$ cat src/include/bus_config.svh
`ifndef BUS_CONFIG_SVH
`define BUS_CONFIG_SVH

// bus widths
`define BUS_ADDR_W 32
`define BUS_DATA_W 32

// address bits that pick a target
`define BUS_SEL_HI 31
`define BUS_SEL_LO 28

// agent counts
`define BUS_MASTERS 4
`define BUS_SLAVES  4

// select nibble of slave 0; slave k sits at base + k
`define BUS_SLAVE_BASE 8

`endif

$ cat src/logic/bus_pkg.sv
`include "bus_config.svh"

package bus_pkg;

    typedef logic [`BUS_ADDR_W-1:0] addr_t;
    typedef logic [`BUS_DATA_W-1:0] data_t;

    typedef logic [$clog2(`BUS_MASTERS)-1:0] master_id_t;
    typedef logic [$clog2(`BUS_SLAVES)-1:0]  slave_id_t;

    // outgoing signals of one master
    typedef struct packed {
        addr_t read_addr;
        logic  read_en;
        addr_t write_addr;
        data_t write_data;
        logic  write_en;
    } master_req_t;

    // incoming signals of one slave, same layout as a request
    typedef struct packed {
        addr_t read_addr;
        logic  read_en;
        addr_t write_addr;
        data_t write_data;
        logic  write_en;
    } slave_port_t;

    // decoded targets of the granted request
    typedef struct packed {
        logic      read_hit;    // read nibble in slave range
        slave_id_t read_slave;
        logic      write_hit;   // write nibble in slave range
        slave_id_t write_slave;
    } target_t;

endpackage

$ cat src/logic/bus_grant.sv
`timescale 1ns/1ns
`include "bus_config.svh"

module bus_grant (
    input  logic                    clk,
    input  logic                    rst_n,
    input  logic [`BUS_MASTERS-1:0] bus_req,
    output bus_pkg::master_id_t     grant
);

    bus_pkg::master_id_t next_grant;

    // top-down scan so the lowest request lands last
    always_comb begin
        next_grant = '0;    // idle bus parks on master 0
        for (int i = `BUS_MASTERS - 1; i >= 0; i--) begin
            if (bus_req[i]) begin
                next_grant = bus_pkg::master_id_t'(i);
            end
        end
    end

    always_ff @(posedge clk) begin
        if (!rst_n) begin
            grant <= '0;
        end else begin
            grant <= next_grant;
        end
    end

endmodule

$ cat src/logic/target_decode.sv
`timescale 1ns/1ns
`include "bus_config.svh"

module target_decode (
    input  bus_pkg::master_id_t  grant,
    input  bus_pkg::master_req_t master_req [`BUS_MASTERS],
    output bus_pkg::master_req_t active,
    output bus_pkg::target_t     target
);

    localparam int SEL_W = `BUS_SEL_HI - `BUS_SEL_LO + 1;

    logic [SEL_W-1:0] read_offset;
    logic [SEL_W-1:0] write_offset;

    // select nibble relative to slave 0; wraps for nibbles below base
    function automatic logic [SEL_W-1:0] sel_offset(input bus_pkg::addr_t addr);
        logic [SEL_W-1:0] nibble;
        nibble = addr[`BUS_SEL_HI:`BUS_SEL_LO];
        return nibble - SEL_W'(`BUS_SLAVE_BASE);
    endfunction

    function automatic logic sel_hit(input logic [SEL_W-1:0] offset);
        return offset < SEL_W'(`BUS_SLAVES);
    endfunction

    assign active = master_req[grant];  // granted master owns the bus

    assign read_offset  = sel_offset(active.read_addr);
    assign write_offset = sel_offset(active.write_addr);

    always_comb begin
        target.read_hit    = sel_hit(read_offset);
        target.read_slave  = bus_pkg::slave_id_t'(read_offset);
        target.write_hit   = sel_hit(write_offset);
        target.write_slave = bus_pkg::slave_id_t'(write_offset);
    end

endmodule

$ cat src/logic/slave_route.sv
`timescale 1ns/1ns
`include "bus_config.svh"

module slave_route (
    input  bus_pkg::master_id_t  grant,
    input  bus_pkg::master_req_t active,
    input  bus_pkg::target_t     target,
    input  bus_pkg::data_t       slave_read_data [`BUS_SLAVES],
    output bus_pkg::slave_port_t slave_port [`BUS_SLAVES],
    output bus_pkg::data_t       master_read_data [`BUS_MASTERS]
);

    logic [`BUS_SLAVES-1:0] read_sel;
    logic [`BUS_SLAVES-1:0] write_sel;

    // one-hot slave selects per direction
    always_comb begin
        read_sel  = '0;
        write_sel = '0;
        for (int k = 0; k < `BUS_SLAVES; k++) begin
            if (target.read_hit && target.read_slave == bus_pkg::slave_id_t'(k)) begin
                read_sel[k] = 1'b1;
            end
            if (target.write_hit && target.write_slave == bus_pkg::slave_id_t'(k)) begin
                write_sel[k] = 1'b1;
            end
        end
    end

    // unselected slave ports stay all zero
    always_comb begin
        for (int k = 0; k < `BUS_SLAVES; k++) begin
            slave_port[k] = '0;
            if (read_sel[k]) begin
                slave_port[k].read_addr = active.read_addr;
                slave_port[k].read_en   = active.read_en;
            end
            if (write_sel[k]) begin
                slave_port[k].write_addr = active.write_addr;
                slave_port[k].write_data = active.write_data;
                slave_port[k].write_en   = active.write_en;
            end
        end
    end

    // read data back to the granted master only
    always_comb begin
        for (int m = 0; m < `BUS_MASTERS; m++) begin
            master_read_data[m] = '0;
        end
        if (target.read_hit) begin
            master_read_data[grant] = slave_read_data[target.read_slave];
        end
    end

endmodule

$ cat src/logic/bus_fabric.sv
`timescale 1ns/1ns
`include "bus_config.svh"

module bus_fabric (
    input  logic                    clk,
    input  logic                    rst_n,
    input  logic [`BUS_MASTERS-1:0] bus_req,
    input  bus_pkg::master_req_t    master_req [`BUS_MASTERS],
    input  bus_pkg::data_t          slave_read_data [`BUS_SLAVES],
    output bus_pkg::slave_port_t    slave_port [`BUS_SLAVES],
    output bus_pkg::data_t          master_read_data [`BUS_MASTERS],
    output bus_pkg::master_id_t     grant
);

    bus_pkg::master_req_t active;   // request of the granted master
    bus_pkg::target_t     target;

    bus_grant u_grant (
        .clk     (clk),
        .rst_n   (rst_n),
        .bus_req (bus_req),
        .grant   (grant)
    );

    target_decode u_decode (
        .grant      (grant),
        .master_req (master_req),
        .active     (active),
        .target     (target)
    );

    slave_route u_route (
        .grant            (grant),
        .active           (active),
        .target           (target),
        .slave_read_data  (slave_read_data),
        .slave_port       (slave_port),
        .master_read_data (master_read_data)
    );

endmodule

$ cat config.mk
export PLATFORM = sky130hd
export DESIGN_NAME = bus_fabric
export DESIGN_NICKNAME = d
export VERILOG_FILES = /design/src/logic/bus_pkg.sv /design/src/logic/bus_grant.sv /design/src/logic/target_decode.sv /design/src/logic/slave_route.sv /design/src/logic/bus_fabric.sv
export VERILOG_INCLUDE_DIRS = /design/src /design/src/include
export SDC_FILE = /design/constraint.sdc
export NUM_CORES = 1
export LEC_CHECK = 0
export ABC_AREA = 1
export BUFFER_PORTS_ARGS = -buffer_cell sky130_fd_sc_hd__buf_2
export CELL_PAD_IN_SITES_DETAIL_PLACEMENT = 2
export CELL_PAD_IN_SITES_GLOBAL_PLACEMENT = 2
export CORE_AREA = 2 2 406 408
export CTS_CLUSTER_SIZE = 20
export DETAILED_ROUTE_END_ITERATION = 10
export DIE_AREA = 0 0 408 410
export GPL_TIMING_DRIVEN = 0
export MAX_ROUTING_LAYER = met4
export PLACE_DENSITY_LB_ADDON = 0.1
export SYNTH_ARGS = -nofsm -noshare
export SYNTH_HDL_FRONTEND = slang
export SYNTH_HIERARCHICAL = 1
export SYNTH_SLANG_ARGS = --single-unit
$ cat constraint.sdc
create_clock -name clk -period 2.7 [get_ports clk]
set_input_delay 0.135 -clock clk [delete_from_list [all_inputs] [get_ports clk]]
set_output_delay 0.135 -clock clk [all_outputs]
set_load 0.03 [all_outputs]
==> key figures, run 1 <==
Die
  • Cell Rows: 149
  • Die Span Y: 410 um
  • DIE WIDTH: 408 um
  • Core ar.: 0.163 sq mm
  • Num ports: 1,048
  • Die ar.: 0.167 sq mm
  • Starting Density: 0.0434

STA
  • Fmax: 362 MHz
  • RSZ-0062 raised after global routing: yes
  • Worst Tran Pin Value: 1.13 ns
  • Post-layout min period: 2.76 ns
  • Setup-failing EPs final: 114
  • Setup TNS: -2.59 ns
  • Max-slew violations: 0
  • Tcrit/Tclk final: 1.02
  • Slew margin rel.: 0.243
  • Worst Setup Slack, final: -0.0600 ns
  • Final hold vios: 0

Setup path
  • WP data required: 2.57 ns
  • Critical path class: reg2out
  • Worst Path Max Fanout: 10
  • Crit path capture type: output port
  • Worst Path Arrival: 2.63 ns
  • Crit start category: flop

Drt
  • WL final: 128,000 um
  • DRT iter0 DRCs: 474
  • Drt pass-1 iters: 4
  • Wire per inst: 25.1 um
  • Routed via count: 16,066
  • Vias/cell: 3.14
  • Drt drc: 0
  • Final ANT Viol Nets: 0

Place
  • DP Wirelength: 110,000 um
  • Placed cell area: 0.0151 sq mm
  • Port buffer count: 1,047
  • DP Worst Slack: -2.16 ns
  • Routability cong.: 0.777

Yosys
  • Synth top area cells: nor2_1 (49%), nand2_1 (11%), o21ai_0 (11%), nand3_1 (8.1%), inv_1 (6.0%)
  • Number of synthesis warnings: 6
  • Post-Syn Instances: 1,715
  • Net Count, Synth: 2,241
  • Mapped Area: 0.00709 sq mm
  • Syn_area_per_cell: 4.13 sq um
  • Synth Register Bits: 2
  • Yosys top cell area share: 0.485
  • Area leader, netlist: nor2_1
  • Cell variety after synth: 18
  • Sequential fraction of the synthesis area: 0.00565

Hold path
  • Hold WC Path Type: in2reg
  • Worst Hold Launch: rst_n
  • Hold path cells: 3
  • Hold EP: u_grant/grant[0]

Pwr
  • P per Cell Area: 199 mW/mm^2
  • Comb pwr share: 0.940
  • Pint: 1690 uW
  • Pleak: 0.0106 uW
  • Clock power share: 0.051
  • Sequential share of power: 0.008
  • Sw Share: 0.607
  • Max VDD drop: 0.189 mV
  • NetSw: 2620 uW

Finish
  • Syn-to-layout area delta: 205%
  • Nets: 3,394
  • Largest Register: u_grant/grant
  • Largest regs: u_grant/grant (2)
  • Multi-input logic area: 0.00784 sq mm
  • Utilization after layout: 0.132
  • Max reg flops: 2
  • Fin area: 0.0217 sq mm
  • Most frequent cells in the layout: buf_2 (659), nor2_1 (655), buf_4 (255)
  • FILL cells: 19,798
  • FF/Latch Area: 47.5 sq um
  • Commonest non-fill, non-tap cell in the layout: buf_2
  • Share of layout cells above drive strength 1: 0.581

Job
  • Max Cap Viol: 0

Global routing
  • First-pass GRT wire length: 163,000 um
  • Largest net degree at the start of global routing: 11
  • Initial antenna violation count: 120
  • GRT overflow: 0
  • GRT Util Overall: 0.147
  • Number of global-route vias before repair: 17,070

Status
  • Outcome: complete, but fails checks
  • Failing checks: negative setup slack

Clock network
  • Clk root buf: clkbuf_16
  • Num CTS Buffers: 3
  • CTS Buffer Depth: 2
  • H-tree depth: 1
  • CTS clk-pin slew, worst paths: 0.03 ns
  • CTS tree: built
  • Sink Count: 2
power by group through the flow:
stage | clock, uW | combinational [uW] | sequential [uW]
floorplan | 0 | 1470 | 35.5
global placement | 0 | 3000 | 35.7
detailed placement | 0 | 3000 | 35.7
CTS | 223 | 3620 | 32.8
global route | 230 | 4380 | 37.0
finish | 220 | 4050 | 36.3
area by class of cell:
cell class,instances,area share
diodes,66,0.00763
plain buffers,135,0.0833
clock buffers,3,0.00347
inverters,119,0.0228
multi-input cells,1450,0.362
flip-flops and latches,2,0.00220
well taps,2189,0.126
repair buffers,1157,0.392
layer usage:
metal | GRT usage | vias to the layer above | routed length [um]
li1 | - | 7623 | -
met1 | 0.156 | 7631 | 49000
met2 | 0.283 | 657 | 70000
met3 | 0.0362 | 155 | 7260
met4 | 0.0100 | 0 | 2070
met5 | - | - | 0
what timing repair did:
action / CTS / global route
pin swaps: 20 / 54
endpoints found under the setup margin: 520 / 516
cloned: 11 / 19
gates resized for setup: 776 / 903
hold buffers: 0 / 0
buffers inserted: 50 / 31
logic make-up after synthesis:
| kind of cell | Yosys count | share of synthesized area |
|---|---|---|
| flops | 2 | 0.00565 |
| simple gates | 1260 | 0.693 |
| buf+inv | 263 | 0.167 |
| compound gates | 190 | 0.135 |
synth_stat cells, drive strengths merged:
| library cell | number |
|---|---|
| o21ai | 189 |
| nor2 | 932 |
| nand2 | 213 |
| inv | 119 |
| dfxtp | 2 |
| nand3 | 115 |
| clkbuf | 52 |
| a21oi | 1 |
| buf | 92 |
worst max-delay path: stages, from the launching register on:
cell and delay, ns:
dfxtp_4 0.48, inv_12 0.07, buf_16 0.17, buf_12 0.15, buf_12 0.13, nor2_4 0.07, nor2_1 0.04, o21ai_1 0.10
nand2_2 0.19, buf_6 0.18, nand3_4 0.10, clkbuf_16 0.23, buf_12 0.17, nor2_1 0.05, buf_4 0.17
metrics by stage:
step | hold slack [ns] | power [uW] | instances
final | 0.167 | 4310 | 5121
after global routing | 0.176 | 4650 | 5106
after CTS | 0.169 | 3880 | 5014
after detailed placement | 0.399 | 3030 | 4952
after global placement | 0.398 | 3040 | 4951
after floorplan | 0.266 | 1510 | 1715
how the worst max path moves through the flow:
stage                      from         endpoint  slack (ns)  cells after the start
6_report       u_grant/grant[0]  slave_port[116]       -0.06                     14
5_1_grt        u_grant/grant[0]   slave_port[26]       -0.20                     12
4_1_cts        u_grant/grant[0]  slave_port[330]       -0.17                     16
3_5_place_dp   u_grant/grant[0]  slave_port[389]       -2.16                     11
3_3_place_gp   u_grant/grant[1]  slave_port[389]       -2.16                     12
2_1_floorplan  u_grant/grant[0]  slave_port[308]        0.12                     15
Power figures use the tool's default switching activity.
==> run 2: changes to the inputs <==
CORE_AREA = 2 2 412 414   (was 2 2 406 408)
DIE_AREA = 0 0 414 416   (was 0 0 408 410)
SYNTH_HIERARCHICAL = unset   (was 1)
==> key figures, run 2 <==
Pwr
  • P per Cell Area: 208 mW/mm^2 (+4.8%)
  • Max VDD drop: 0.132 mV (-30%)
  • Pleak: 0.00917 uW (-14%)

STA
  • Final hold vios: 0 (unchanged)
  • WHS: 0.104 ns (-0.0628 ns)
  • Fmax: 384 MHz (+5.9%)
  • Slew margin rel.: 0.556 (+0.313)
  • Setup-failing EPs final: 0 (-100%)
  • Tcrit/Tclk final: 0.965 (-0.0570)
  • Max-slew violations: 0 (unchanged)
  • Worst Tran Pin Value: 0.666 ns (-0.462 ns)
  • RSZ-0062 raised after global routing: no
  • Worst Setup Slack, final: 0.0939 ns (+0.154 ns)
  • Post-layout min period: 2.61 ns (-0.154 ns)

Drt
  • Vias/cell: 3.00 (-4.3%)
  • WL final: 123,000 um (-4.0%)
  • Final ANT Viol Nets: 0 (unchanged)
  • Routed via count: 14,485 (-9.8%)
  • Drt pass-1 iters: 5 (+1)
  • Wire per inst: 25.5 um (+1.9%)
  • DRT iter0 DRCs: 455 (-4.0%)
  • Drt drc: 0 (unchanged)

Finish
  • Max reg flops: 2 (unchanged)
  • FILL cells: 20,618 (+4.1%)
  • Fin area: 0.0161 sq mm (-26%)
  • Share of layout cells above drive strength 1: 0.516 (-0.0650)
  • Most frequent cells in the layout: buf_2 (1,004), nor2_1 (452), nand2_1 (439)
  • Commonest non-fill, non-tap cell in the layout: buf_2
  • Nets: 3,065 (-9.7%)
  • Largest Register: u_grant.grant
  • Post-Layout Cell Count: 4,825 (-5.8%)
  • Utilization after layout: 0.0958 (-0.0366)
  • Largest regs: u_grant.grant (2)
  • FF/Latch Area: 47.5 sq um (unchanged)
  • Multi-input logic area: 0.00586 sq mm (-25%)
  • Syn-to-layout area delta: 149%

Die
  • Starting Density: 0.0385 (-0.00490)
  • Cell Rows: 151 (+1.3%)
  • Die ar.: 0.172 sq mm (+3.0%)
  • Die Span Y: 416 um (+1.5%)
  • Core ar.: 0.168 sq mm (+2.8%)
  • DIE WIDTH: 414 um (+1.5%)
  • Num ports: 1,048 (unchanged)

Hold path
  • Worst Hold Launch: bus_req[0]
  • Hold path cells: 2 (-1)
  • Hold WC Path Type: in2reg
  • Hold EP: u_grant.grant[0]

Setup path
  • WP data required: 2.57 ns (about the same)
  • CP max stage cell: a21oi_1
  • Crit-path max cell delay: 0.53 ns (+0.05 ns)
  • Worst Path Max Fanout: 10 (unchanged)
  • Critical path class: reg2out
  • CP most frequent cell: buf_12
  • CP Cell Sequence: inv_2 > nor2_4 > buf_12 > buf_6 > buf_12 > a22oi_1 > nand2_1 > a21oi_1 > nor2_1 > buf_2
  • Buf+Inv Stages, Crit Path: 5 (-3)
  • Worst Path Arrival: 2.47 ns (-0.16 ns)
  • Crit path capture type: output port
  • Crit start category: flop
  • Cell family with most CP delay: buffers and inverters

Global routing
  • GRT Util Overall: 0.139 (-0.00781)
  • First-pass GRT wire length: 157,000 um (-3.4%)
  • Number of global-route vias before repair: 15,660 (-8.3%)
  • GRT overflow: 0 (unchanged)
  • Initial antenna violation count: 125 (+4.2%)
  • Largest net degree at the start of global routing: 11 (unchanged)

Yosys
  • Yosys top cell area share: 0.287 (-0.198)
  • Cell variety after synth: 23 (+5)
  • Syn_area_per_cell: 4.41 sq um (+6.6%)
  • Mapped Area: 0.00647 sq mm (-8.8%)
  • Number of synthesis warnings: 0 (-6)
  • Compound-gate portion of the synthesized area: 0.175 (+0.0402)
  • Top post-synthesis cells by count: nor2_1 (495), nand2_1 (456), inv_1 (115), a21oi_1 (91), a22oi_1 (90)
  • Post-Synth Adder-Cell Area: 0 (unchanged)
  • Post-synth top flop: dfxtp_1
  • Post-synth EDFFs: 0 (unchanged)
  • Post-synthesis mux area share: 0 (unchanged)
  • Simple logic cell fraction of the synthesized area: 0.639 (-0.0537)
  • Fraction of registers with async set/reset: 0 (unchanged)
  • Synth Register Bits: 2 (unchanged)
  • Most common cell in the netlist: nor2_1
  • Largest family of logic cells by synthesized area: simple AND/OR/NAND/NOR gates
  • Synth top area cells: nor2_1 (29%), nand2_1 (26%), a22oi_1 (10%), a21oi_1 (7.0%), inv_1 (6.7%)
  • Sequential fraction of the synthesis area: 0.00619 (+0.000543)
  • XOR/XNOR share of the synthesized area: 0 (unchanged)
  • Area leader, netlist: nor2_1
  • Post-Syn Instances: 1,468 (-14%)

Clock network
  • Clk root buf: clkbuf_16
  • H-tree depth: 1 (unchanged)
  • Post-CTS Hold Buffers: 0 (unchanged)
  • Num CTS Buffers: 3 (unchanged)
  • CTS clk-pin slew, worst paths: 0.03 ns (about the same)
  • CTS Buffer Depth: 2 (unchanged)
  • CTS tree: built
  • Sink Count: 2 (unchanged)

Place
  • Routability cong.: 0.842 (+8.4%)
  • Number of cells after detailed placement: 4,733 (-4.4%)
  • DP Worst Slack: -1.15 ns (+1.00 ns)
  • Placed cell area: 0.0145 sq mm (-3.9%)
  • DP Wirelength: 110,000 um (+0.74%)
  • Port buffer count: 1,031 (-1.5%)

Status
  • Outcome: completed

Job
  • Max Cap Viol: 0 (unchanged)
run 2: layer usage:
| layer | vias up | global-route usage | routed length, um |
|---|---|---|---|
| met5 | - | - | 0 |
| met4 | 0 | 0.0115 | 1500 |
| met3 | 118 | 0.0253 | 5770 |
| met2 | 543 | 0.272 | 68300 |
| met1 | 7080 | 0.149 | 47700 |
| li1 | 6744 | - | - |
run 2: cell families after synthesis:
kind of cell | count (synthesis)
buf+inv | 253
compound gates | 181
flops | 2
other cells | 1
simple gates | 1031
run 2: worst max path at each step:
stage                           startpoint              end  slack [ns]  cells after the start
final                     u_grant.grant[0]  slave_port[285]        0.09                     10
after global routing      u_grant.grant[0]  slave_port[314]       0.003                     10
after CTS                 u_grant.grant[0]   slave_port[29]       0.001                     11
after detailed placement  u_grant.grant[0]  slave_port[381]       -1.15                     10
after global placement    u_grant.grant[0]  slave_port[387]       -1.85                      8
after floorplan           u_grant.grant[0]   slave_port[54]        0.52                     10
run 2: layout make-up:
cell class / count / share of cell area
Timing Repair Buffer: 1053 / 0.354
Tap cell: 2218 / 0.172
Antenna cell: 70 / 0.0109
Inverter: 121 / 0.0283
Multi-Input combinational cell: 1228 / 0.364
Buffer: 130 / 0.0627
Sequential cell: 2 / 0.00295
Clock buffer: 3 / 0.00466
run 2: timing repair:
item / CTS / global route
gates resized for setup: 237 / 156
pin swaps: 14 / 7
setup endpoints to repair: 504 / 334
gates cloned: 0 / 0
setup buffers: 19 / 2
run 2: report_power, final:
part	internal (uW)	total, uW	switching, uW
clock	188	221	32.4
combinational	950	3100	2150
sequential	30.2	35.3	5.07
run 2: through the flow:
step           TNS, ns  total power, uW
2_1_floorplan        0             1500
3_3_place_gp   -282.24             2980
3_5_place_dp   -267.91             3000
4_1_cts              0             3410
5_1_grt              0             3640
6_report             0             3360
==> run 3: changes to the inputs <==
CELL_PAD_IN_SITES_DETAIL_PLACEMENT = 1   (was 2)
==> key figures, run 3 (synthesis gave the netlist of run 2 again) <==
Finish
  • Most frequent cells in the layout: buf_2 (1,017), nor2_1 (473), nand2_1 (439)
  • Commonest non-fill, non-tap cell in the layout: buf_2
  • Nets: 3,064 (-0.033%)
  • FILL cells: 20,941 (+1.6%)
  • Largest regs: u_grant.grant (2)
  • Multi-input logic area: 0.00572 sq mm (-2.4%)
  • Largest Register: u_grant.grant
  • FF/Latch Area: 45.0 sq um (-5.3%)
  • Syn-to-layout area delta: 144%
  • Share of layout cells above drive strength 1: 0.506 (-0.00965)
  • Max reg flops: 2 (unchanged)

Die
  • Core ar.: 0.168 sq mm (unchanged)
  • Die ar.: 0.172 sq mm (unchanged)
  • DIE WIDTH: 414 um (unchanged)
  • Die Span Y: 416 um (unchanged)
  • Cell Rows: 151 (unchanged)
  • Starting Density: 0.0385 (unchanged)
  • Num ports: 1,048 (unchanged)

Global routing
  • First-pass GRT wire length: 154,000 um (-2.0%)
  • GRT overflow: 0 (unchanged)
  • GR Util met3: 0.0244 (-0.000890)
  • Initial antenna violation count: 118 (-5.6%)
  • Met2 Use GR: 0.266 (-0.00543)
  • GRT Util Overall: 0.137 (-0.00263)
  • Number of global-route vias before repair: 15,126 (-3.4%)
  • Most crowded layer after global routing: met2
  • Largest net degree at the start of global routing: 11 (unchanged)
  • Grt met1 use: 0.147 (-0.00230)

Drt
  • Drt pass-1 iters: 4 (-1)
  • WL final: 121,000 um (-2.0%)
  • Final ANT Viol Nets: 0 (unchanged)
  • Wire per inst: 25.1 um (-1.8%)
  • Vias/cell: 2.98 (-0.77%)
  • DRT iter0 DRCs: 664 (+46%)
  • Routed via count: 14,346 (-0.96%)
  • Drt drc: 0 (unchanged)

Pwr
  • Sequential share of power: 0.010 (about the same)
  • Sw Share: 0.652 (about the same)
  • Clock power share: 0.067 (about the same)
  • Comb pwr share: 0.923 (about the same)
  • NetSw: 2150 uW (-1.7%)
  • Pleak: 0.00910 uW (-0.74%)
  • Pint: 1150 uW (-1.9%)
  • Tot Pwr: 3300 uW (-1.8%)
  • Max VDD drop: 0.156 mV (+18%)
  • P per Cell Area: 209 mW/mm^2 (+0.44%)

Clock network
  • CTS Buffer Depth: 2 (unchanged)
  • CTS tree: built
  • Clk root buf: clkbuf_16
  • CTS clk-pin slew, worst paths: 0.03 ns (about the same)
  • Sink Count: 2 (unchanged)
  • H-tree depth: 1 (unchanged)
  • Num CTS Buffers: 3 (unchanged)

Place
  • Port buffer count: 1,031 (unchanged)
  • DP Worst Slack: -1.15 ns (+0.00334 ns)
  • DP Wirelength: 109,000 um (-1.6%)
  • Routability cong.: 0.842 (unchanged)

Setup path
  • CP max stage cell: a21oi_1
  • Crit path capture type: output port
  • Crit-path max cell delay: 0.55 ns (+0.02 ns)
  • Critical path class: reg2out
  • Crit start category: flop
  • Worst Path Arrival: 2.54 ns (+0.07 ns)
  • Worst Path Max Fanout: 10 (unchanged)
  • WP data required: 2.57 ns (about the same)
  • Critical Path End: slave_port[72]
  • CP Cell Sequence: buf_6 > inv_2 > nor2_4 > buf_12 > buf_8 > clkbuf_4 > a22oi_1 > nand2_1 > a21oi_1 > nor2_1 > buf_2
  • Critical Path Start: u_grant.grant[0]

STA
  • Tcrit/Tclk final: 0.989 (+0.0242)
  • Fmax: 374 MHz (-2.4%)
  • RSZ-0062 raised after global routing: yes
  • Worst Tran Pin Value: 0.689 ns (+0.0234 ns)
  • Post-layout min period: 2.67 ns (+0.0652 ns)
  • Setup-failing EPs final: 0 (unchanged)
  • Slew margin rel.: 0.541 (-0.0156)
  • Max-slew violations: 0 (unchanged)
  • Final hold vios: 0 (unchanged)
  • Worst Setup Slack, final: 0.0287 ns (-0.0652 ns)

Hold path
  • Hold path cells: 2 (unchanged)
  • Hold WC Path Type: in2reg

Status
  • Outcome: completed

Job
  • Max Cap Viol: 0 (unchanged)
run 3: cell count changes in the layout (fill, tap and decap cells not counted), sizes merged:
cell    delta
buf        -3
clkbuf     +2
diode      -8
run 3: worst min path at each step:
stage,start,endpoint,slack [ns]
floorplan,bus_req[0],u_grant.grant[1],0.21
global placement,bus_req[0],u_grant.grant[0],0.33
detailed placement,bus_req[0],u_grant.grant[0],0.33
CTS,bus_req[0],u_grant.grant[1],0.1
global route,bus_req[0],u_grant.grant[1],0.11
finish,bus_req[0],u_grant.grant[1],0.1
run 3: worst max-delay path: cells and delay by family (launching register included):
family                 cells  cell delay [ns]
flip-flops                 1             0.33
buffers and inverters      6             0.96
AND/OR/NAND/NOR            3             0.27
AO/OA/AOI/OAI              2             0.73
run 3: repair_timing:
item / in CTS / in global routing
setup buffers: 17 / 1
gates resized for setup: 227 / 50
pin swaps: 13 / 4
hold buffers: 0 / 0
setup endpoints to repair: 504 / 343
run 3: routing by layer:
metal  up-vias  wire length, um  share of wire
li1       6736                -              -
met1      6970            46500           0.38
met2       530            67400           0.56
met3       110             5930          0.049
met4         0              967         0.0080
met5         -                0              0
run 3: final cells by class:
cell class                 count  share of cell area
multi-input combinational   1228               0.363
timing repair buffer        1050               0.354
tap                         2218               0.176
buffer                       132              0.0602
inverter                     121              0.0290
antenna                       62             0.00985
clock buffer                   3             0.00476
sequential                     2             0.00286
run 3: power groups by stage:
stage | logic [uW] | clock network [uW] | registers [uW]
floorplan | 1470 | 0 | 35.3
global placement | 2940 | 0 | 34.4
detailed placement | 2950 | 0 | 34.5
CTS | 3130 | 224 | 34.7
global route | 3310 | 230 | 34.2
finish | 3040 | 221 | 33.9
run 3: through the flow:
stage	instance area [sq um]	hold WS, ns	util	cells	TNS [ns]
floorplan	6530	0.212	-	1483	0
global placement	14500	0.330	0.0860	4732	-282.24
detailed placement	14500	0.330	0.0861	4733	-265.47
CTS	15500	0.0963	0.0920	4753	-0.0459
global route	15700	0.113	0.0937	4813	-0.00414
finish	15800	0.0952	0.0937	4816	0
